[src/design/mem_types_pkg.sv]
`default_nettype none

package mem_types_pkg;

    // cpu side
    typedef logic [31:0] addr_t;            // byte address
    typedef logic [31:0] word_t;
    typedef logic [3:0]  wmask_t;           // one bit per byte

    // line and burst side
    typedef logic [255:0] line_t;           // 32 bytes
    typedef logic [63:0]  beat_t;

    localparam int BEATS_PER_LINE = 4;      // 256 / 64

    typedef logic [1:0] beat_idx_t;         // indexes the beats of one line

endpackage : mem_types_pkg

`default_nettype wire

[src/design/mem_bus_pkg.sv]
`default_nettype none

package mem_bus_pkg;

    typedef struct packed {
        logic                  read;
        logic                  write;
        mem_types_pkg::addr_t  addr;
        mem_types_pkg::wmask_t wmask;
        mem_types_pkg::word_t  wdata;
    } cpu_req_t;

    typedef struct packed {
        logic                 resp;        // one-cycle pulse
        mem_types_pkg::word_t rdata;
    } cpu_rsp_t;

    typedef struct packed {
        logic                 read;
        logic                 write;
        mem_types_pkg::addr_t addr;        // line aligned
        mem_types_pkg::line_t wdata;
    } line_req_t;

    typedef struct packed {
        logic                 resp;
        mem_types_pkg::line_t rdata;
    } line_rsp_t;

endpackage : mem_bus_pkg

`default_nettype wire

[src/design/burst_counter.sv]
`timescale 1ns/1ns
`default_nettype none

module burst_counter (
    input  logic                     clk,
    input  logic                     rst,
    input  logic                     clear_i,
    input  logic                     step_i,
    output mem_types_pkg::beat_idx_t idx_o,
    output logic                     last_o
);

    mem_types_pkg::beat_idx_t idx_q;

    always_ff @(posedge clk) begin
        if (rst || clear_i) begin
            idx_q <= '0;
        end else if (step_i) begin
            idx_q <= idx_q + 1'b1;              // wraps after the last beat
        end
    end

    assign idx_o  = idx_q;
    assign last_o = step_i && (int'(idx_q) == mem_types_pkg::BEATS_PER_LINE - 1);

endmodule : burst_counter

`default_nettype wire

[src/design/cacheline_adaptor.sv]
`timescale 1ns/1ns
`default_nettype none

module cacheline_adaptor (
    input  logic                   clk,
    input  logic                   rst,
    input  mem_bus_pkg::line_req_t line_req_i,
    output mem_bus_pkg::line_rsp_t line_rsp_o,
    output mem_types_pkg::addr_t   bmem_address_o,
    output logic                   bmem_read_o,
    output logic                   bmem_write_o,
    output mem_types_pkg::beat_t   bmem_wdata_o,
    input  mem_types_pkg::beat_t   bmem_rdata_i,
    input  logic                   bmem_resp_i
);

    typedef enum logic [1:0] {
        S_IDLE,
        S_READ,
        S_WRITE,
        S_DONE
    } state_t;

    state_t state_q;
    logic   started_q;                          // first beat response seen
    logic   busy;
    logic   step;
    logic   last;

    mem_types_pkg::beat_idx_t idx;
    mem_types_pkg::line_t     line_q;

    assign busy = (state_q == S_READ) || (state_q == S_WRITE);
    assign step = busy && bmem_resp_i;

    burst_counter i_burst_counter (
        .clk     (clk),
        .rst     (rst),
        .clear_i (state_q == S_IDLE),           // restart at every burst
        .step_i  (step),
        .idx_o   (idx),
        .last_o  (last)
    );

    always_ff @(posedge clk) begin
        if (rst) begin
            state_q   <= S_IDLE;
            started_q <= 1'b0;
        end else begin
            case (state_q)
                S_IDLE: begin
                    started_q <= 1'b0;
                    if (line_req_i.read) begin
                        state_q <= S_READ;
                    end else if (line_req_i.write) begin
                        state_q <= S_WRITE;
                    end
                end
                S_READ, S_WRITE: begin
                    if (bmem_resp_i) begin
                        started_q <= 1'b1;
                    end
                    if (last) begin
                        state_q <= S_DONE;
                    end
                end
                default: state_q <= S_IDLE;   // S_DONE, one-cycle line resp
            endcase
        end
    end

    // read beats land in the assembly register
    always_ff @(posedge clk) begin
        if (step && state_q == S_READ) begin
            line_q[{idx, 6'b0} +: 64] <= bmem_rdata_i;
        end
    end

    assign bmem_address_o = {line_req_i.addr[31:5], 5'b0};
    assign bmem_read_o    = (state_q == S_READ) && !started_q;
    assign bmem_write_o   = (state_q == S_WRITE) && !started_q;
    assign bmem_wdata_o   = line_req_i.wdata[{idx, 6'b0} +: 64];

    assign line_rsp_o.resp  = (state_q == S_DONE);
    assign line_rsp_o.rdata = line_q;

endmodule : cacheline_adaptor

`default_nettype wire

[config.mk]
export PLATFORM = sky130hd
export DESIGN_NAME = cacheline_adaptor
export DESIGN_NICKNAME = d
export VERILOG_FILES = /design/src/design/mem_types_pkg.sv /design/src/design/mem_bus_pkg.sv /design/src/design/burst_counter.sv /design/src/design/cacheline_adaptor.sv
export SDC_FILE = /design/constraint.sdc
export NUM_CORES = 1
export LEC_CHECK = 0
export ABC_AREA = 0
export BUFFER_PORTS_ARGS = -buffer_cell sky130_fd_sc_hd__buf_2
export CAP_MARGIN = 20
export CORE_AREA = 2 2 279 281
export DETAILED_ROUTE_END_ITERATION = 12
export DIE_AREA = 0 0 281 283
export GPL_ROUTABILITY_DRIVEN = 0
export SLEW_MARGIN = 20
export SYNTH_ARGS = -nofsm -noshare
export SYNTH_HDL_FRONTEND = slang
export SYNTH_HIERARCHICAL = 1
export SYNTH_SLANG_ARGS = --single-unit
[constraint.sdc]
create_clock -name clk -period 9.1 [get_ports clk]
set_input_delay 0.91 -clock clk [delete_from_list [all_inputs] [get_ports clk]]
set_output_delay 0.91 -clock clk [all_outputs]
set_load 0.1 [all_outputs]
* Word-level counts from Yosys, hierarchy flattened
Index checks and enable logic that the tools add are counted.
** Storage, ports and cells
- Register bits after elaboration :: 261
- Bits of input ports :: 357
- Output and inout bits :: 355
- Word-level logic and storage cells :: 36
** Operators by class
- $add $sub $neg :: 2
- Equal/unequal tests :: 7
- Shifts and indexed selects :: 3
- Multiplexer cells :: 7
- Reduce and logical (&&, ||, !) cells :: 13
** Operators by type and width (number)
- $bwmux 256 :: 1
- $shift 64x10->256 const A :: 1
- $shiftx 256x9->64 :: 1
- $shiftx 64x10->256 :: 1
- $neg 8->10 :: 1
- $mux 2 :: 3
- $logic_and 1x1->1 :: 5
- $eq 2x1->1 const B :: 2
- $eq 2x2->1 const B :: 2
- $pmux 2 s2 :: 1
- $reduce_and 2->1 :: 2
- $ne 3x3->1 const B :: 1
- $add 2x1->2 const B :: 1
- $logic_not 2->1 :: 1
- $logic_or 1x1->1 :: 2
- $ne 2x1->1 const B :: 1
- $ne 2x2->1 const B :: 1
- $pmux 1 s2 :: 1
- $reduce_bool 2->1 :: 1
- $reduce_or 2->1 :: 1
- $logic_not 1->1 :: 1
- $mux 1 :: 1

* Depth between registers and ports, before layout
- Word-level depth :: 6
- Mapped depth :: 9
- Depth with buffers taken out :: 7

* Cells and area by module
Netlist, hierarchy kept.
** By module, submodules not included
- cacheline_adaptor :: times used 1, cells each 757, area an instance 11524.8 um^2, sequential area each 7747.4 um^2
- burst_counter :: times used 1, cells each 8, area an instance 98.8 um^2, sequential area each 40.0 um^2

* Worst setup path after synthesis
Ideal clock, no wire load.
- Kind :: flip-flop to flip-flop
- Start point :: register, netlist name i_burst_counter/idx_o[1]
- End point :: register line_q[0], enable pin
- Library setup time :: 0.429 ns
- Arrival :: 2.618 ns
- Data required time :: 8.671 ns
- Path slack :: 6.054 ns
- Stages on the path, launching flop included :: 6
- Buffers on the path :: 2
- Clock period less this slack :: 3.046 ns
- Cells stage by stage :: dfxtp_1 -> buf_2 -> buf_1 -> inv_1 -> ha_1 -> and2_1
** RTL lines
- end signal: indexed assignment :: line cacheline_adaptor.sv:75 : line_q[{idx, 6'b0} +: 64] <= bmem_rdata_i;
- end: declaration :: line cacheline_adaptor.sv:31 : mem_types_pkg::line_t line_q;

* Worst setup path in the final report
- Start point :: register i_burst_counter.idx_q[0] (netlist: i_burst_counter/idx_o[0])
- End point :: output bmem_wdata_o[23]
** Between the ends
- Cells in the longest elaborated chain, start to end :: 1
** RTL lines
- start: declaration :: line burst_counter.sv:13 : mem_types_pkg::beat_idx_t idx_q;
- start signal: assignment :: line burst_counter.sv:19 : idx_q <= idx_q + 1'b1;
- $shiftx 256x9->64 :: line cacheline_adaptor.sv:82 : assign bmem_wdata_o = line_req_i.wdata[{idx, 6'b0} +: 64];
- end: declaration :: line cacheline_adaptor.sv:12 : output mem_types_pkg::beat_t bmem_wdata_o,
No other way between the ends.

==> results.ini <==
[yosys]
synthDistinctLibCells = 33
ys_async_sr_fraction_pct = 0
yosysTopAreaCell = edfxtp_1
avgSynthCellArea_um2 = 15.2
syn_inst = 765
yosysWarnings = 6
synth.cell_area_um2 = 11600
synthFlopType = edfxtp_1
ys_seq_area_share_pct = 67.0
ys_seq_elements = 261
post-synth-top-area-fraction_pct = 66.1
synth_enable_flop_cells = 256
synthTopCellsByArea = edfxtp_1 (66%), mux4_2 (12%), nor2_1 (5.6%)

[cells_and_area]
final_cell_mix = buf_2 (647), edfxtp_1 (256), nor2_1 (174), and2_1 (87), mux4_2 (64)
seq_area_um2 = 7790
num-fill-cells = 8243
fin_util_pct = 21.9
drive_gt1_share_pct = 55.9
layout_commonest_cell = buf_2
area_growth_pct = 44.2
fin_nets = 1746
multi_input_area_um2 = 3390

[timing]
max_slew_margin_pct = 38.0
tightest_slew_ns = 0.930
fin_crit_sh_pct = 44.7
final.setup.worst_slack_ns = 5.03
period_needed_ns = 4.07
hold_violations = 0
fin_setup_tns_ns = 0
report.final.slew_viol_count = 0
finalSetupViolCount = 0
finClkSkew_ns = 0.0133
hold_slack_ns = 0.535
rsz0062_at_grt = false
max_freq_mhz = 246

[die]
dieArea_um2 = 79500
start_util_pct = 15.2
fp.dieW_um = 281
die_h_um = 283
rows = 102
core_um2 = 76700
io_pins = 712

[cts]
htreeDepth = 1
clk_latency_ns = 0.55
cts_tree = built
cts_resized = 0
hold_buffers = 0
post-cts-setup-buffer-count = 0
clk_pin_slew_ns = 0.06
numCtsBuffers = 26
clockRootBuffer = clkbuf_16
clock-sinks = 261
clk_path_buf_depth = 3

[job]
cap_violations = 0

[power_and_ir_drop]
switching_share_pct = 33.9
p_leak_nw = 6.40
cellInternalPower_mw = 2.28
ir_worst_vdd_v = 0.0000741
power_density_nw_per_um2 = 206
p_clk_share_pct = 33.0
power_frac_seq_pct = 39.9
p_comb_share_pct = 27.1
power_switching_mw = 1.17

[critical_path]
worstPathRequired_ns = 8.19
cp.arrival_ns = 3.16
endpoint_kind = primary output
startpoint_type = register
path_class = reg2out
cp_max_fo = 46

[detailed_routing]
drc = 0
finalWirelength_um = 60000
drtIter0Drc = 524
drtPass1Iterations = 4
vias_per_cell = 3.71
postRouteAntennaNets = 0
wl_per_cell_um = 24.5
vias = 9079

[grt]
grt_pass1_vias = 8824
grt_max_degree = 64
grt_first_pass_wirelength_um = 77200
antenna_found_initial = 68
gr-total-overflow = 0
grtUsageTotal_pct = 14.4

[place]
io_buffers = 647
pre_cts_ws_ns = 5.51
hpwlAfterDp_um = 49500

[min_path]
hp-class = reg2reg

[run_status]
status = completed

-- worst max-delay path, stage by stage, from the launching register on --
cell and delay (ns):
dfxtp_4 0.67, buf_4 0.77, mux4_2 0.71, buf_2 0.34
-- power by group through the flow --
stage               Combinational (mW)  Clock, mW  Sequential [mW]
floorplan                        0.627          0             1.53
global placement                 0.941          0             1.40
detailed placement               0.944          0             1.40
CTS                              0.948       1.17             1.38
global route                     0.982       1.21             1.38
finish                           0.935       1.14             1.38
-- flip-flops by register name (all words and copies together), names as in the netlist --
name	cells
started_q	1
state_q	2
i_burst_counter/idx_o	2
line_q	256
-- stage by stage --
stage / cells / cell area (µm²) / power, mW
6_report: 2447 / 16800 / 3.45
5_1_grt: 2444 / 16800 / 3.57
4_1_cts: 2436 / 16700 / 3.49
3_5_place_dp: 2390 / 15800 / 2.35
3_3_place_gp: 2390 / 15800 / 2.34
2_1_floorplan: 769 / 11600 / 2.15
-- cell type report --
class | instances | share of cell area, %
antenna | 11 | 0.164
clock buffer | 28 | 4.05
clock inverter | 18 | 1.36
inverter | 4 | 0.0896
multi-input combinational | 426 | 20.2
sequential | 261 | 46.5
tap | 1040 | 7.76
timing repair buffer | 659 | 19.9
-- Yosys cell counts (all sizes together) (2+ instances only) --
library cell and count:
mux4 64, o31ai 2, ha 11, dfxtp 5, nor2 174, edfxtp 256
nor3 3, or3b 2, nand2b 59, inv 4, clkbuf 24, buf 54
nor2b 3, and2 92
-- logic make-up (layout without fill, tap and decap cells) --
family          count (synthesis)  in the layout  share of synthesized area [%]
simple gates                  339            339                           14.7
flops                         261            261                           67.0
buf+inv                        82            709                           4.25
mux                            65             65                           12.5
fa+ha+maj                      11             11                           1.18
compound gates                  5              5                          0.312
other cells                     1             16                         0.0323
xor+xnor                        1              1                         0.0754
-- layer usage --
layer	GRT usage (%)	wire, µm
met5	0	135
met4	5.90	3180
met3	4.32	5220
met2	28.3	32500
met1	13.7	18900
-- final timing paths --
check	slack (ns)	depth (start not counted)	from	to
max	5.03	3	i_burst_counter/idx_o[0]	bmem_wdata_o[23]
min	0.53	2	started_q	started_q
max reg2reg	6.08	6	i_burst_counter/idx_o[0]	line_q[132]
min reg2reg	0.53	2	started_q	started_q
Note: power is estimated with default switching activity, not from simulation.
