==> config.mk <==
export PLATFORM = sky130hd
export DESIGN_NAME = line_cache
export DESIGN_NICKNAME = d
export VERILOG_FILES = /design/src/design/mem_types_pkg.sv /design/src/design/mem_bus_pkg.sv /design/src/design/line_cache.sv
export SDC_FILE = /design/constraint.sdc
export NUM_CORES = 2
export LEC_CHECK = 0
export ABC_AREA = 0
export BUFFER_PORTS_ARGS = -buffer_cell sky130_fd_sc_hd__buf_2
export CORE_UTILIZATION = 45
export DETAILED_ROUTE_END_ITERATION = 10
export SYNTH_ARGS = -nofsm -noshare
export SYNTH_HDL_FRONTEND = slang
export SYNTH_SLANG_ARGS = --single-unit
==> constraint.sdc <==
create_clock -name clk -period 26.5 [get_ports clk]
set_input_delay 2.65 -clock clk [delete_from_list [all_inputs] [get_ports clk]]
set_output_delay 2.65 -clock clk [all_outputs]
set_load 0.01 [all_outputs]
==> src/design/mem_types_pkg.sv <==
`default_nettype none

package mem_types_pkg;

    // cpu side
    typedef logic [31:0] addr_t;            // byte address
    typedef logic [31:0] word_t;
    typedef logic [3:0]  wmask_t;           // one bit per byte

    // line and burst side
    typedef logic [255:0] line_t;           // 32 bytes
    typedef logic [63:0]  beat_t;

    localparam int BEATS_PER_LINE = 4;      // 256 / 64

    typedef logic [1:0] beat_idx_t;         // indexes the beats of one line

endpackage : mem_types_pkg

`default_nettype wire

==> src/design/mem_bus_pkg.sv <==
`default_nettype none

package mem_bus_pkg;

    typedef struct packed {
        logic                  read;
        logic                  write;
        mem_types_pkg::addr_t  addr;
        mem_types_pkg::wmask_t wmask;
        mem_types_pkg::word_t  wdata;
    } cpu_req_t;

    typedef struct packed {
        logic                 resp;        // one-cycle pulse
        mem_types_pkg::word_t rdata;
    } cpu_rsp_t;

    typedef struct packed {
        logic                 read;
        logic                 write;
        mem_types_pkg::addr_t addr;        // line aligned
        mem_types_pkg::line_t wdata;
    } line_req_t;

    typedef struct packed {
        logic                 resp;
        mem_types_pkg::line_t rdata;
    } line_rsp_t;

endpackage : mem_bus_pkg

`default_nettype wire

==> src/design/line_cache.sv <==
`timescale 1ns/1ns
`default_nettype none

module line_cache #(
    parameter int LOG2_SETS = 3
) (
    input  logic                   clk,
    input  logic                   rst,
    input  mem_bus_pkg::cpu_req_t  cpu_req_i,
    output mem_bus_pkg::cpu_rsp_t  cpu_rsp_o,
    output mem_bus_pkg::line_req_t line_req_o,
    input  mem_bus_pkg::line_rsp_t line_rsp_i
);

    localparam int SETS  = 2 ** LOG2_SETS;
    localparam int OFF_W = 5;                       // byte offset within a line
    localparam int TAG_W = 32 - LOG2_SETS - OFF_W;

    typedef enum logic [1:0] {
        S_IDLE,
        S_WRITEBACK,
        S_FILL,
        S_SERVE
    } state_t;

    state_t state_q;
    state_t state_d;

    logic [TAG_W-1:0]     tag_q [SETS];
    mem_types_pkg::line_t line_q [SETS];
    logic [SETS-1:0]      valid_q;
    logic [SETS-1:0]      dirty_q;

    logic [LOG2_SETS-1:0] idx;
    logic [TAG_W-1:0]     tag;
    logic [2:0]           word_sel;
    logic                 req_active;
    logic                 hit;
    logic                 do_access;
    logic                 fill_done;

    mem_types_pkg::line_t cur_line;
    mem_types_pkg::line_t merged_line;
    mem_types_pkg::word_t cur_word;

    logic                 resp_q;
    mem_types_pkg::word_t rdata_q;

    assign idx      = cpu_req_i.addr[OFF_W +: LOG2_SETS];
    assign tag      = cpu_req_i.addr[31 -: TAG_W];
    assign word_sel = cpu_req_i.addr[4:2];

    // a held request is ignored in the cycle its resp is out
    assign req_active = (cpu_req_i.read || cpu_req_i.write) && !resp_q;

    assign cur_line  = line_q[idx];
    assign cur_word  = cur_line[{word_sel, 5'b0} +: 32];
    assign hit       = valid_q[idx] && (tag_q[idx] == tag);
    assign do_access = req_active && hit && (state_q == S_IDLE || state_q == S_SERVE);
    assign fill_done = (state_q == S_FILL) && line_rsp_i.resp;

    // byte merge of the store into the current line
    always_comb begin
        merged_line = cur_line;
        for (int b = 0; b < 4; b++) begin
            if (cpu_req_i.wmask[b]) begin
                merged_line[{word_sel, 5'b0} + b * 8 +: 8] = cpu_req_i.wdata[b * 8 +: 8];
            end
        end
    end

    always_comb begin
        state_d = state_q;
        case (state_q)
            S_IDLE: begin
                if (req_active && !hit) begin
                    // victim goes out first if modified
                    state_d = (valid_q[idx] && dirty_q[idx]) ? S_WRITEBACK : S_FILL;
                end
            end
            S_WRITEBACK: begin
                if (line_rsp_i.resp) begin
                    state_d = S_FILL;
                end
            end
            S_FILL: begin
                if (line_rsp_i.resp) begin
                    state_d = S_SERVE;
                end
            end
            S_SERVE: state_d = S_IDLE;             // access done via do_access
            default: state_d = S_IDLE;
        endcase
    end

    always_comb begin
        line_req_o.read  = (state_q == S_FILL);
        line_req_o.write = (state_q == S_WRITEBACK);
        if (state_q == S_WRITEBACK) begin
            line_req_o.addr = {tag_q[idx], idx, 5'b0};  // victim address
        end else begin
            line_req_o.addr = {tag, idx, 5'b0};
        end
        line_req_o.wdata = cur_line;
    end

    always_ff @(posedge clk) begin
        if (rst) begin
            state_q <= S_IDLE;
            valid_q <= '0;
            dirty_q <= '0;
            resp_q  <= 1'b0;
        end else begin
            state_q <= state_d;
            resp_q  <= do_access;
            if (state_q == S_WRITEBACK && line_rsp_i.resp) begin
                dirty_q[idx] <= 1'b0;
            end
            if (fill_done) begin
                valid_q[idx] <= 1'b1;
                dirty_q[idx] <= 1'b0;
            end
            if (do_access && cpu_req_i.write) begin
                dirty_q[idx] <= 1'b1;
            end
        end
    end

    // line, tag and read data storage
    always_ff @(posedge clk) begin
        if (fill_done) begin
            line_q[idx] <= line_rsp_i.rdata;
            tag_q[idx]  <= tag;
        end else if (do_access && cpu_req_i.write) begin
            line_q[idx] <= merged_line;
        end
        if (do_access) begin
            rdata_q <= cur_word;
        end
    end

    assign cpu_rsp_o.resp  = resp_q;
    assign cpu_rsp_o.rdata = rdata_q;

endmodule : line_cache

`default_nettype wire

======== Yosys cells after proc, flatten, opt, wreduce, memory -nomap -nowiden ========
Memories as Yosys holds them, arrays and structs flattened.
Index checks and enable logic that the tools add are counted.
storage, ports and cells
  output and inout port bits .............. 323
  memory bits (writable) .................. 2240
  logic and storage cells ................. 85
  bits of input ports ..................... 329
  flip-flop bits (word level) ............. 51
  memories ................................ 2
memory list
  name    depth  width  read ports  clocked after Yosys merged registers in  write ports  line              source
  line_q  8      256    1           0                                        1            line_cache.sv:30  mem_types_pkg::line_t line_q [SETS];
  tag_q   8      24     1           0                                        1            line_cache.sv:29  logic [TAG_W-1:0] tag_q [SETS];
operators by class
  multiplexer cells ....................... 31
  bitwise operators ....................... 6
  shift operators ......................... 9
  order comparisons ....................... 2
  add/subtract/negate cells ............... 7
  reduce and logical (&&, ||, !) cells .... 16
  eq/ne operators ......................... 7
operators by type and width
  cell                                                                       number
  256-bit 2-to-1 mux                                                         5
  256-bit bitwise mux                                                        4
  8-bit by 34-bit variable shift with 256-bit output (first input constant)  4
  8-bit by 34-bit variable part select with 256-bit output                   4
  256-bit by 9-bit variable part select with 32-bit output                   1
  9-bit negator with 34-bit output                                           3
  8-bit 2-to-1 mux                                                           5
  8-bit negator with 34-bit output                                           1
  32-bit 2-to-1 mux                                                          1
  24-bit equality test                                                       1
  8-bit by 5-bit adder with 9-bit output (second input constant)             2
  8-bit bitwise AND                                                          2
  8-bit bitwise OR                                                           2
  1-bit logical AND                                                          10
  8-bit by 4-bit adder with 9-bit output (second input constant)             1
  1-bit 2-to-1 mux                                                           8
  2-bit 2-to-1 mux                                                           4
  8-bit inverter                                                             1
  2-bit one-hot mux with 4 select lines                                      1
  1-bit binary-select mux with 3-bit select                                  2
  2-bit by 1-bit != test with 1-bit output (second input constant)           3
  2-bit equality test (second input constant)                                2
  3-bit by 4-bit < comparator with 1-bit output (second input constant)      1
  1-bit demux with 3-bit select                                              1
  other kinds (7)                                                            9

======== Depth between registers and ports, before layout ========
  depth in word-level cells ............... 13
  gate-level depth with buffers ........... 14
  mapped depth without buffers ............ 9

======== Worst setup path before layout ========
OpenSTA, ideal clock, no wires.
  path kind ............................... input-to-reg
  start point ............................. input port cpu_req_i[43] in the netlist's numbering
  end point ............................... memory line_q[0][0] in the netlist's numbering, enable pin
  setup time .............................. 879 ps
  stages .................................. 10
  arrival time ............................ 15674 ps
  path buffers ............................ 2
  path slack .............................. 9947 ps
  data required time ...................... 25621 ps
  cell sequence ........................... buf_2 > buf_2 > mux2_2 > o22ai_1 > nor3_1 > nand4b_1 > or4b_1 > nor4_4 > a21oi_1 > nor2_1
between the ends
  cells in the longest elaborated chain, start to end .. 10
  elaborated cells between the ends (all ways) .. 12
  classes of those cells .................. 1 x eq/ne; 5 x mux; 1 x bitwise; 4 x reduce/logical; 1 x memory
ends and longest elaborated chain
  element                                                                              line               source
  from (decl)                                                                          line_cache.sv:9    input mem_bus_pkg::cpu_req_t cpu_req_i,
  memory read 8 x 24 bit or 1-bit binary-select mux with 3-bit select (tied branches)  --
  24-bit equality test or 1-bit 2-to-1 mux (tied branches)                             line_cache.sv:58   assign hit = valid_q[idx] && (tag_q[idx] == tag);
  1-bit logical AND                                                                    line_cache.sv:58
  1-bit logical AND (2 in a row)                                                       line_cache.sv:59   assign do_access = req_active && hit && (state_q == S_IDLE || state_q == S_SERVE);
  1-bit logical AND                                                                    line_cache.sv:134  end else if (do_access && cpu_req_i.write) begin
  1-bit 2-to-1 mux                                                                     line_cache.sv:134
  1-bit 2-to-1 mux                                                                     line_cache.sv:131  if (fill_done) begin
  1-bit 2-to-1 mux (not written as such)                                               line_cache.sv:135  line_q[idx] <= merged_line;
  1-bit bitwise OR (no line)                                                           --
  to (decl)                                                                            line_cache.sv:30
Several ways; a longest one is shown, not always the timed one. The select of a mux whose other input is x is not followed.

==> flow_summary_export.csv <==
group,metric,value,unit
routing,viasPerCell,6.34,
placement,finalWeightedCongestion,0.894,
sta,period_share,43.0,%
sta,tns,0,ns
floorplan,core-area,203000,um^2
placement,portBuffers,644,
worst_setup_path,crit_arrival,8.75,ns
power_and_ir_drop,p_int,0.00612,W
worst_setup_path,path_buf_inv,7,
sta,finalMaxSlewViolations,0,
sta,setup-violations-final,0,
job,drv_cap,0,
floorplan,io_pins,652,
cells_and_area,final_util,52.1,%
routing,ant_nets,0,
sta,finalClockSkew,0.0686,ns
worst_setup_path,cpMostUsedCell,"buf_4",
min_path,min_path_type,"reg2reg",
synthesis,synth_edf_count,2272,
min_path,min_from,"valid_q[5]",
clocking,cts.path.max_buffers,3,
global_routing,grt_pass1_vias,54321,
routing,drtIter0Drc,7033,
power_and_ir_drop,ir_worst_vdd,0.0000640,V
sta,tightest_slew,1.31,ns
placement,hpwl,194000,um
power_and_ir_drop,p_per_area,76.3,nW/um^2
cells_and_area,finalNetCount,6515,
routing,vias,57522,
worst_setup_path,critPathLaunch,"cpu_req_i[42]",
synthesis,ys_types,60,
clocking,cts_hold_buf,0,
sta,fin_crit,11.40,ns
status,outcome,"finished clean",
global_routing,overflow,0,
global_routing,grt_use_met3,6.13,%
worst_setup_path,startpoint_type,"input pin",
floorplan,die_width,455,um
placement,place_ws,15.11,ns
synthesis,yosys_register_bits,2291,
power_and_ir_drop,p_comb_share,9.7,%
floorplan,start_util,45.5,%
global_routing,antenna_found_initial,71,
clocking,clkSinkCount,2291,
cells_and_area,layout-area-overhead-vs-synth,14.6,%
power_and_ir_drop,sw_frac_of_total,24.3,%
clocking,cts_buffers,228,
sta,hold_violations,0,
synthesis,syn_area_per_cell,16.6,um^2
synthesis,syn_inst,5560,
sta,rsz0062_at_grt,"false",
floorplan,die_area,207000,um^2
clocking,postCtsResizedCells,0,
global_routing,grt.met1_usage,39.2,%
synthesis,yosys.area.top_type,"edfxtp_1",
synthesis,synth-seq-area-share,74.3,%
sta,slew_headroom,12.6,%
clocking,cts_setup_buffers,0,
worst_setup_path,required,23.85,ns
global_routing,grt_use_met2,47.3,%
worst_setup_path,worst-setup-path-type,"in2out",
floorplan,row_count,165,
worst_setup_path,end_kind,"primary output",
clocking,cts_tree,"done",
worst_setup_path,crit-reg2reg-launch,"tag_q[7][15]",
power_and_ir_drop,power_leakage,35.8,nW
worst_setup_path,crit_family,"buffers and inverters",
power_and_ir_drop,total_power,0.00808,W
routing,drt-total-wl,322000,um
global_routing,grt_pass1_wl,438000,um
synthesis,yosysTopAreaCellShare,73.9,%
clocking,htreeDepth,4,
clocking,root_buffer,"clkbuf_16",
global_routing,grt-busiest-layer,"met2",
clocking,clk_pin_slew,0.06,ns
synthesis,yosysWarnings,0,
synthesis,synth-main-ff-cell,"edfxtp_1",
routing,drc,0,
sta,timing.fmax,87.7,MHz
worst_setup_path,crit_path_max_incr_delay,0.90,ns
worst_setup_path,cp_slowest_cell,"buf_4",
power_and_ir_drop,p_seq_share,50.8,%
synthesis,synthTopCellsByArea,"edfxtp_1 74%, a22oi_1 8.1%, mux2_4 3.7%, mux4_2 1.9%, a21oi_1 1.4%",
global_routing,grtUsageTotal,30.5,%
worst_setup_path,crit_fanout,55,
power_and_ir_drop,switchingPower,0.00196,W
global_routing,grt_max_degree,136,
routing,avgRoutedWirePerCell,35.5,um
cells_and_area,final_layout_size_suffix_gt1_share,23.8,%
power_and_ir_drop,clockPowerShare,39.5,%
synthesis,synth_area,92300,um^2
clocking,clk_latency,0.88,ns
floorplan,die-height,455,um
synthesis,async_flop_share,0,%
routing,drtPass1Iterations,6,
sta,layout_setup_ws,15.10,ns
worst_setup_path,path_cells,"buf_2, buf_4, nand2_1, nor2_4, buf_4, buf_4, buf_4, buf_4, a22oi_1, nand4_1, buf_2",
==> power by group through the flow <==
| stage | logic, W | clock network (W) | registers, W |
|---|---|---|---|
| 2_1_floorplan | 0.000386 | 0 | 0.00422 |
| 3_3_place_gp | 0.000767 | 0 | 0.00418 |
| 3_5_place_dp | 0.000773 | 0 | 0.00418 |
| 4_1_cts | 0.000775 | 0.00321 | 0.00410 |
| 5_1_grt | 0.000813 | 0.00335 | 0.00411 |
| 6_report | 0.000783 | 0.00319 | 0.00410 |
==> cell usage after synthesis (all sizes together), types with 3 or more instances <==
library cell / count
edfxtp: 2272
a22oi: 1001
mux2: 321
nand2: 282
a21oi: 251
clkbuf: 229
inv: 168
nor2: 142
buf: 137
o21ai: 137
and4: 136
nand4: 117
mux2i: 79
mux4: 79
o22ai: 32
dfxtp: 19
nand3: 17
nor2b: 16
nor3: 12
and2: 10
ha: 10
a211oi: 8
a22o: 8
and3: 8
nand2b: 8
o21a: 6
or3: 6
xor2: 6
a221oi: 4
nand4b: 4
nor4: 4
nor4b: 4
xnor2: 4
nor3b: 3
==> cell type report <==
cell class                 count  area (um^2)
fill                       16532        97100
sequential                  2291        68600
multi-input combinational   2739        21600
clock buffer                 285         6090
timing repair buffer         748         4170
tap                         2672         3340
clock inverter               133         1250
inverter                     168          632
antenna                       37         92.6
==> worst min-delay path: cells and delay by family, from the launching register on <==
family / cells / cell delay [ns]
DFF: 1 / 0.32
and+or+nand+nor: 2 / 0.12
==> flip-flops by register name, indices dropped and copies added (netlist names) <==
name	count
dirty_q	8
tag_q	192
state_q	2
rdata_q	32
valid_q	8
line_q	2048
resp_q	1
==> cell usage in the layout, fill, tap and decap left out, drive strengths merged, types with 136 or more instances in the layout <==
cell / count
clkbuf: 285
and4: 136
mux2: 321
buf: 748
a22oi: 1001
inv: 169
a21oi: 251
nor2: 142
edfxtp: 2272
o21ai: 137
nand2: 282
==> stage by stage <==
| stage | hold WS, ns | instance area [um^2] | cells |
|---|---|---|---|
| global placement | 0.444 | 98400 | 8618 |
| detailed placement | 0.459 | 98400 | 8618 |
| finish | 0.470 | 106000 | 9073 |
| global route | 0.499 | 106000 | 9064 |
| floorplan | 0.435 | 92300 | 5564 |
| CTS | 0.473 | 106000 | 9036 |
==> worst paths after layout <==
kind                     endpoint  slack [ns]  cells past startpoint
hold / removal         valid_q[5]        0.47                      2
setup reg to reg   line_q[5][187]       19.97                     12
setup / recovery  line_req_o[107]       15.10                     11
hold reg to reg        valid_q[5]        0.47                      2
==> metal layers <==
metal / up-vias / part of all wire (%)
li1: 23821 / -
met1: 29556 / 37
met2: 3450 / 47
met3: 675 / 9.4
met4: 20 / 6.7
met5: - / 0.041
==> cells by family (layout without fill, tap and decap cells) <==
logic type	Yosys count	after routing	synth area share, %
buf+inv	534	1334	2.52
compound gates	1457	1457	10.8
other cells	1	42	0.00406
flops	2291	2291	74.3
mux	479	479	7.64
xor+xnor	10	10	0.0949
simple gates	778	778	4.52
fa+ha+maj	10	10	0.136
No activity file was read; power rests on OpenSTA's default activity.
