$ cat config.mk
export PLATFORM = sky130hd
export DESIGN_NAME = mem_arbiter
export DESIGN_NICKNAME = d
export VERILOG_FILES = /design/src/design/mem_types_pkg.sv /design/src/design/mem_bus_pkg.sv /design/src/design/mem_arbiter.sv
export SDC_FILE = /design/constraint.sdc
export NUM_CORES = 1
export LEC_CHECK = 0
export BUFFER_PORTS_ARGS = -buffer_cell sky130_fd_sc_hd__buf_4
export CAP_MARGIN = 5
export CORE_AREA = 3 3 643 645
export DETAILED_ROUTE_END_ITERATION = 10
export DIE_AREA = 0 0 646 648
export HOLD_SLACK_MARGIN = 0.15
export PLACE_DENSITY_LB_ADDON = 0.2
export SYNTH_ARGS = -nofsm -noshare
export SYNTH_HDL_FRONTEND = slang
export SYNTH_SLANG_ARGS = --single-unit
$ cat constraint.sdc
create_clock -name clk -period 4.2 [get_ports clk]
set_input_delay 0.21 -clock clk [delete_from_list [all_inputs] [get_ports clk]]
set_output_delay 0.21 -clock clk [all_outputs]
set_load 0.02 [all_outputs]
$ cat src/design/mem_types_pkg.sv
`default_nettype none

package mem_types_pkg;

    // cpu side
    typedef logic [31:0] addr_t;            // byte address
    typedef logic [31:0] word_t;
    typedef logic [3:0]  wmask_t;           // one bit per byte

    // line and burst side
    typedef logic [255:0] line_t;           // 32 bytes
    typedef logic [63:0]  beat_t;

    localparam int BEATS_PER_LINE = 4;      // 256 / 64

    typedef logic [1:0] beat_idx_t;         // indexes the beats of one line

endpackage : mem_types_pkg

`default_nettype wire

$ cat src/design/mem_bus_pkg.sv
`default_nettype none

package mem_bus_pkg;

    typedef struct packed {
        logic                  read;
        logic                  write;
        mem_types_pkg::addr_t  addr;
        mem_types_pkg::wmask_t wmask;
        mem_types_pkg::word_t  wdata;
    } cpu_req_t;

    typedef struct packed {
        logic                 resp;        // one-cycle pulse
        mem_types_pkg::word_t rdata;
    } cpu_rsp_t;

    typedef struct packed {
        logic                 read;
        logic                 write;
        mem_types_pkg::addr_t addr;        // line aligned
        mem_types_pkg::line_t wdata;
    } line_req_t;

    typedef struct packed {
        logic                 resp;
        mem_types_pkg::line_t rdata;
    } line_rsp_t;

endpackage : mem_bus_pkg

`default_nettype wire

$ cat src/design/mem_arbiter.sv
`timescale 1ns/1ns
`default_nettype none

module mem_arbiter (
    input  logic                   clk,
    input  logic                   rst,
    input  mem_bus_pkg::line_req_t i_req_i,
    input  mem_bus_pkg::line_req_t d_req_i,
    output mem_bus_pkg::line_rsp_t i_rsp_o,
    output mem_bus_pkg::line_rsp_t d_rsp_o,
    output mem_bus_pkg::line_req_t mem_req_o,
    input  mem_bus_pkg::line_rsp_t mem_rsp_i
);

    typedef enum logic [1:0] {
        S_IDLE,
        S_GRANT_I,
        S_GRANT_D
    } state_t;

    state_t state_q;
    state_t state_d;

    logic i_pending;
    logic d_pending;

    assign i_pending = i_req_i.read || i_req_i.write;
    assign d_pending = d_req_i.read || d_req_i.write;

    always_comb begin
        state_d = state_q;
        case (state_q)
            S_IDLE: begin
                if (d_pending) begin
                    state_d = S_GRANT_D;           // data side wins a tie
                end else if (i_pending) begin
                    state_d = S_GRANT_I;
                end
            end
            S_GRANT_I, S_GRANT_D: begin
                if (mem_rsp_i.resp) begin
                    state_d = S_IDLE;             // grant held until line resp
                end
            end
            default: state_d = S_IDLE;
        endcase
    end

    always_ff @(posedge clk) begin
        if (rst) begin
            state_q <= S_IDLE;
        end else begin
            state_q <= state_d;
        end
    end

    // owner's request goes through, nothing while idle
    always_comb begin
        case (state_q)
            S_GRANT_I: mem_req_o = i_req_i;
            S_GRANT_D: mem_req_o = d_req_i;
            default:   mem_req_o = '0;
        endcase
    end

    assign i_rsp_o.resp  = mem_rsp_i.resp && (state_q == S_GRANT_I);
    assign i_rsp_o.rdata = mem_rsp_i.rdata;
    assign d_rsp_o.resp  = mem_rsp_i.resp && (state_q == S_GRANT_D);
    assign d_rsp_o.rdata = mem_rsp_i.rdata;

endmodule : mem_arbiter

`default_nettype wire

* Word-level counts from Yosys, hierarchy flattened
Cells that the tools add are included.
** Storage, ports and cells
- Flip-flop bits (word level) :: 2
- Input bits :: 839
- Logic and storage cells :: 17
** Operators by class
- Eq/ne operators :: 4
- Mux-type cells :: 5
- Reductions and logical operators :: 7
** Operators by type and width (count)
- 290-bit case mux with 2 select lines :: 1
- 2-bit 2-to-1 mux :: 3
- 2-bit case mux with 2 select lines :: 1
- 3-bit != test, second input constant :: 1
- 2-bit by 1-bit == test with 1-bit output, second input constant :: 1
- 2-bit == test, second input constant :: 1
- 1-bit logical AND :: 2
- 2-bit logical NOT :: 1
- 1-bit logical OR :: 2
- 2-bit != test, second input constant :: 1
- 2-bit AND reduction :: 1
- 2-bit OR reduction :: 1

* Depth between registers and ports, before layout
Gate-level depths: netlist of the first run.
- Word-level depth :: 4
- Depth in mapped cells :: 6
- Depth with buffers taken out :: 5

* Worst setup path before layout of the first run
Ideal clock, no wire load.
- Path kind :: register to output
- From :: register state_q[0]
- To :: output mem_req_o[100] in the netlist's numbering
- Arrival :: 1423 ps
- Path slack :: 2567 ps
- Stages on the path, launching flop included :: 6
- Buffers on the path :: 2
- Path through :: dfxtp_1 inv_1 ha_1 buf_2 clkbuf_1 nor2b_1
** RTL lines
- start, declared :: line mem_arbiter.sv:21 : state_t state_q;
- start signal, assigned :: line mem_arbiter.sv:53 : state_q <= state_d;
- end, declared :: line mem_arbiter.sv:11 : output mem_bus_pkg::line_req_t mem_req_o,

==> results.md, run 1 <==
- Initial antenna violation count: 144
- Hold Buf Count CTS: 0
- Synth top area cells: buf_4 (46%), a22oi_1 (25%), nor2b_1 (21%), clkbuf_8 (3.8%), clkbuf_1 (1.2%)
- Worst Tran Pin Value: 1080 ps
- TNS Setup: 0 ps
- Gr usage total: 12.6%
- Rows: 235
- CP endpoint kind: output port
- Largest Register: state_q
- CTS buffer count: 3
- CTS tree: done
- Remaining DRCs: 0
- Share of layout cells above drive strength 1: 63.6%
- Setup CP Type: reg2out
- IO Pins: 1643
- Fin. Hold Viols: 0
- Max Slew Vio Count: 0
- Crit-path most repeated cell: buf_4
- Critical path arrival: 3760 ps
- Clk root buf: clkbuf_16
- Post-place setup slack: 208 ps
- Routed length per instance: 39.6 um
- Die X: 646 um
- Initial drt markers: 872
- Yosys warns: 0
- Simple-gate area share of the yosys netlist: 21.2%
- Number of buffers added on ports: 874
- CP Launch Type: register
- CP cell instances: inv_1, ha_4, buf_4, a22oi_2, buf_4, nor2b_1, buf_4
- H-tree Lvls: 1
- Slowest-stage cell, CP: buf_4
- Final ANT Viol Nets: 0
- # resized after CTS: 0
- Vias: 11826
- Post-Syn Area: 8760 um^2
- WHS Path Cells: 2
- Worst Min Path Start: rst
- Fmax: 252 MHz
- Tcrit/Tclk final: 94.6%
- Synth top area share: 46.2%
- Final nets: 2381
- CP Buf/Inv Count: 4
- GR Overflow Total: 0
- Routed Wire Length: 277 mm
- Post-synthesis average cell area: 7.26 um^2
- DR vias/cell: 1.69
- Pwr dens: 197 nW/um^2
- Die Y-Extent: 648 um
- Final Skew: 1.26 ps
- Max-cap violations: 0
- Post-DP HPWL: 263 mm
- Slew headroom: 28.2%
- Crit-path max FO: 61
- P&R area growth vs syn: 110%
- R2R setup slack: 2320 ps
- Die area: 419000 um^2
- Max VDD drop: 0.139 mV
- Seq/Total Area, Yosys: 0.457%
- Fillcell total: 48829
- Reg2Reg Depth: 5
- Final setup violation count: 0
- Hold EP: state_q[0]$_SDFFE_PP0P_
- Post-synthesis mux area share: 0%
- Reg clk slew, reported paths: 30 ps
- Synth Instances: 1207
- First-pass GRT wire length: 303 mm
- Hold crit path type: in2reg
- Final WS setup: 227 ps
- Largest net degree at the start of global routing: 138
- Clk buf depth: 2
- Initial core utilization: 2.14%
- Delay-heaviest family, CP: buffers and inverters
- RSZ-0062 raised after global routing: no
- Max reg flops: 2
- Vias in the first global route: 11447
- Slowest cell delay on critical path: 860 ps
- Xor/xnor share of the synthesized area: 0%
- Lkg Pwr: 5.58 nW
- Reg-to-reg endpoint: state_q[0]$_SDFFE_PP0P_
- R2R Path Start: state_q[0]$_SDFFE_PP0P_
- Compound-gate portion of the synthesized area: 25.2%
- Status: complete, no violations
- Top flop regs: state_q (2)
- Clock Latency Late Sink: 220 ps
- Combinational family with the most area after synthesis: buffers and inverters
- Cell variety after synth: 19
- Number of synthesized register bits: 2
- Biggest area consumer among synthesized cells: buf_4
- Tmin final: 3970 ps
- Adder-Cell Fraction of Synth Area: 0.428%
- Post-Synthesis Net Count: 2049
- Drt first pass iters: 5
- Core ar.: 409000 um^2
- GPL Wtd Cong: 0.807
- Clk sinks: 2
- CP required: 3990 ps
## cell usage after synthesis
| cell | instances |
|---|---|
| clkbuf_1 | 29 |
| dfxtp_1 | 2 |
| and2_1 | 2 |
| and2b_1 | 1 |
| a211oi_2 | 1 |
| buf_4 | 539 |
| clkbuf_8 | 24 |
| nor2_1 | 1 |
| ha_1 | 3 |
| o21ai_0 | 2 |
| buf_2 | 9 |
| a22oi_1 | 290 |
| nor3b_1 | 1 |
| inv_1 | 2 |
| a21oi_1 | 2 |
| nor2b_1 | 290 |
| or2b_1 | 1 |
| buf_6 | 7 |
| nand3b_1 | 1 |
## kinds of logic (layout without fill, tap and decap cells)
kind of cell             Yosys count  count (layout)
adder cells (fa/ha/maj)            3               3
AND/OR/NAND/NOR                  297             297
AO/OA/AOI/OAI                    295             295
other                              0              25
buffers and inverters            610             940
flip-flops                         2               2
## what timing repair did
item                                    CTS  global route
endpoints found under the setup margin    2             0
endpoints found under the hold margin     0             0
buffers inserted                          1             0
## cells in the final DEF, fill, tap and decap left out
master / instances
nor2b_1: 290
ha_4: 3
o21ai_0: 2
or2b_1: 1
buf_12: 6
a22oi_2: 35
diode_2: 25
nand3b_1: 1
inv_1: 2
dfxtp_1: 2
nor3b_1: 1
buf_4: 929
clkbuf_16: 3
a22oi_1: 255
nor2_1: 1
and2_1: 2
a21oi_1: 2
a211oi_2: 1
and2b_1: 1
## where the power goes
part / internal (W) / switching (W) / total [W]
clock: 0.000121 / 0.0000231 / 0.000144
sequential: 0.0000220 / 0.00000434 / 0.0000263
combinational: 0.00122 / 0.00224 / 0.00346
total: 0.00136 / 0.00227 / 0.00363
## worst reg2reg max path, stage by stage (launching register included)
cell and delay [ps]:
dfxtp_1 440, inv_1 220, ha_4 610, or2b_1 290, o21ai_0 100, a211oi_2 90
## cell type report
type / instances / area, um^2 / area share, %
inverter: 2 / 7.51 / 0.0408
tap: 5451 / 6820 / 37.0
sequential: 2 / 40.0 / 0.217
multi-input combinational: 595 / 4320 / 23.5
timing repair buffer: 935 / 7090 / 38.5
clock buffer: 3 / 75.1 / 0.408
antenna: 25 / 62.6 / 0.340
## metrics by stage
step           area (um^2)  hold slack (ps)  util (%)  total power, W  instances
6_report             18400              205      4.51         0.00363       7013
5_1_grt              18400              200      4.50         0.00388       7005
4_1_cts              18400              199      4.49         0.00385       6988
3_5_place_dp         18300              420      4.47         0.00368       6984
3_3_place_gp         18300              420      4.47         0.00369       6984
2_1_floorplan         8760              275         -         0.00205       1207
## how the worst max path moves through the flow
stage                                  startpoint             end  slack [ps]  cells past startpoint
after floorplan           state_q[0]$_SDFFE_PP0P_  mem_req_o[100]        2570                      5
after global placement    state_q[1]$_SDFFE_PP0P_  mem_req_o[175]         130                      7
after detailed placement  state_q[1]$_SDFFE_PP0P_  mem_req_o[175]         210                      7
after CTS                 state_q[0]$_SDFFE_PP0P_  mem_req_o[175]           4                      7
after global routing      state_q[0]$_SDFFE_PP0P_  mem_req_o[173]          40                      7
final                     state_q[0]$_SDFFE_PP0P_  mem_req_o[179]         230                      7
## routing by layer
layer	global-route usage [%]	part of all wire, %	vias up
li1	-	-	4296
met1	9.04	25	5190
met2	20.7	46	1733
met3	14.4	24	504
met4	4.16	4.5	103
met5	1.59	0.55	-
No activity file was read; power rests on OpenSTA's default activity.
==> run 2: changes to the inputs <==
CORE_AREA = 3 3 647 649   (was 3 3 643 645)
DIE_AREA = 0 0 650 652   (was 0 0 646 648)
clock period = 4.1 ns   (was 4.2 ns; I/O delays follow)
==> run 2 against run 1 <==
Compared with the run above: cell count increased by 0.41%; first-iteration DRC count increased by 4.8%; global-route usage decreased by 0.28 points; critical path depth unchanged; die area increased by 1.2%; flip-flop and latch count unchanged; cell area increased by 1.9%; sequential share of layout area about the same; clock skew about the same.
==> results.md, run 2 (synthesis gave the netlist of run 1 again) <==
- Initial antenna violation count: 163 (was 144)
- Die Y-Extent: 652 um (was 648 um)
- Slowest cell delay on critical path: 620 ps (was 860 ps)
- Die area: 424000 um^2 (was 419000 um^2)
- Rows: 236 (was 235)
- Worst Tran Pin Value: 1220 ps (was 1080 ps)
- WHS Path Cells: 2 (unchanged)
- Fmax: 309 MHz
- Hold EP: state_q[0]$_SDFFE_PP0P_ (unchanged)
- Fillcell total: 49101 (was 48829)
- Slew headroom: 19.0% (was 28.2%)
- Post-DP HPWL: 262 mm (was 263 mm)
- Post-place setup slack: 1080 ps (was 208 ps)
- IO Pins: 1643 (unchanged)
- RSZ-0062 raised after global routing: no (unchanged)
- Pwr dens: 205 nW/um^2 (was 197 nW/um^2)
- Max reg flops: 2 (unchanged)
- Clk buf depth: 2 (unchanged)
- CP Launch Type: register (unchanged)
- Reg clk slew, reported paths: 30 ps (about the same)
- CP cell instances: inv_1, ha_4, buf_4, buf_4, a22oi_1, nor2b_1, buf_4 (was inv_1, ha_4, buf_4, a22oi_2, buf_4, nor2b_1, buf_4)
- Post-CTS Setup Inserts: 0 (was 1)
- Final ANT Viol Nets: 0 (unchanged)
- Hold crit path type: in2reg (unchanged)
- CP required: 3890 ps (was 3990 ps)
- Initial core utilization: 2.12% (was 2.14%)
- R2R Path Start: state_q[0]$_SDFFE_PP0P_ (unchanged)
- Critical path arrival: 3030 ps (was 3760 ps)
- Routed Wire Length: 274 mm (was 277 mm)
- Worst path depth: 7 (unchanged)
- Lkg Pwr: 5.76 nW (was 5.58 nW)
- CTS buffer count: 3 (unchanged)
- Vias in the first global route: 11374 (was 11447)
- Fin. Hold Viols: 0 (unchanged)
- Design Area, Final: 18800 um^2 (was 18400 um^2)
- Max Slew Vio Count: 0 (unchanged)
- Clk root buf: clkbuf_16 (unchanged)
- Routed length per instance: 38.9 um (was 39.6 um)
- Worst Min Path Start: rst (unchanged)
- Top flop regs: state_q (2) (unchanged)
- Tcrit/Tclk final: 78.9%
- Vias: 11910 (was 11826)
- Die X: 650 um (was 646 um)
- Hold Buf Count CTS: 0 (unchanged)
- Hold_ws: 205 ps (about the same)
- CTS tree: done (unchanged)
- Slowest-stage cell, CP: nor2b_1 (was buf_4)
- Clock Latency Late Sink: 220 ps (about the same)
- Clk sinks: 2 (unchanged)
- Share of layout cells above drive strength 1: 63.1% (was 63.6%)
- Final WS setup: 865 ps (was 227 ps)
- Post-DP Area: 18700 um^2 (was 18300 um^2)
- Largest net degree at the start of global routing: 71 (was 138)
- P&R area growth vs syn: 114% (was 110%)
- # resized after CTS: 0 (unchanged)
- CP Buf/Inv Count: 4 (unchanged)
- Remaining DRCs: 0 (unchanged)
- Crit path launch: state_q[1]$_SDFFE_PP0P_ (was state_q[0]$_SDFFE_PP0P_)
- First-pass GRT wire length: 301 mm (was 303 mm)
- R2R setup slack: 1620 ps (was 2320 ps)
- Delay-heaviest family, CP: buffers and inverters (unchanged)
- CP endpoint kind: output port (unchanged)
- Drt first pass iters: 5 (unchanged)
- Core ar.: 413000 um^2 (was 409000 um^2)
- GR Overflow Total: 0 (unchanged)
- Setup CP Type: reg2out (unchanged)
- Gr usage total: 12.3% (was 12.6%)
- Max VDD drop: 0.122 mV (was 0.139 mV)
- H-tree Lvls: 1 (unchanged)
- Final Skew: 1.42 ps (was 1.26 ps)
- DR vias/cell: 1.69 (about the same)
- Number of buffers added on ports: 874 (unchanged)
- Final setup violation count: 0 (unchanged)
- Tot Pwr: 0.00385 W (was 0.00363 W)
- GPL Wtd Cong: 0.843 (was 0.807)
- Final nets: 2392 (was 2381)
- Largest Register: state_q (unchanged)
- Most frequent cells in the layout: buf_4 (916), nor2b_1 (290), a22oi_1 (266) (was buf_4 (929), nor2b_1 (290), a22oi_1 (255))
- Crit-path max FO: 24 (was 61)
- Reg-to-reg endpoint: state_q[0]$_SDFFE_PP0P_ (unchanged)
- Initial drt markers: 914 (was 872)
- Max-cap violations: 0 (unchanged)
- Most common cell after layout, fill and taps aside: buf_4 (unchanged)
- Crit-path most repeated cell: buf_4 (unchanged)
- Status: complete, no violations (unchanged)
- Reg2Reg Depth: 6 (was 5)
- Tmin final: 3230 ps
-- run 2: cell count changes in the layout (fill, tap and decap cells not counted), sizes merged --
cell   previous run  this run
buf             935       946
diode            25        20
-- run 2: how the worst max path moves through the flow --
stage | endpoint | slack [ps]
floorplan | mem_req_o[100] | 2470
finish | mem_req_o[220] | 870
global placement | mem_req_o[280] | -170
CTS | mem_req_o[30] | 850
global route | mem_req_o[220] | 780
detailed placement | mem_req_o[30] | 1080
-- run 2: report_power, final --
group / switching [W] / total (W) / internal [W]
Combinational: 0.00232 / 0.00368 / 0.00136
Clock: 0.0000230 / 0.000147 / 0.000124
Sequential: 0.00000413 / 0.0000267 / 0.0000226
-- run 2: metal layers --
| layer | track usage (%) | vias to the layer above | part of all wire, % |
|---|---|---|---|
| met2 | 20.3 | 1810 | 46 |
| li1 | - | 4317 | - |
| met5 | 0.521 | - | 0.39 |
| met1 | 9.56 | 5283 | 27 |
| met3 | 14.2 | 390 | 25 |
| met4 | 1.69 | 110 | 2.0 |
-- run 2: final cells by class --
cell class | instances | area (um^2) | area share (%)
antenna | 20 | 50.0 | 0.267
clock buffer | 3 | 75.1 | 0.400
inverter | 2 | 7.51 | 0.0400
multi-input combinational | 595 | 4270 | 22.7
sequential | 2 | 40.0 | 0.213
tap | 5474 | 6850 | 36.5
timing repair buffer | 946 | 7490 | 39.9
-- run 2: stage by stage --
step	util (%)	instances	TNS, ps
after CTS	4.53	7022	0
after detailed placement	4.52	7019	0
after global routing	4.54	7027	0
final	4.55	7042	0
after global placement	4.41	7000	-374
after floorplan	-	1207	0
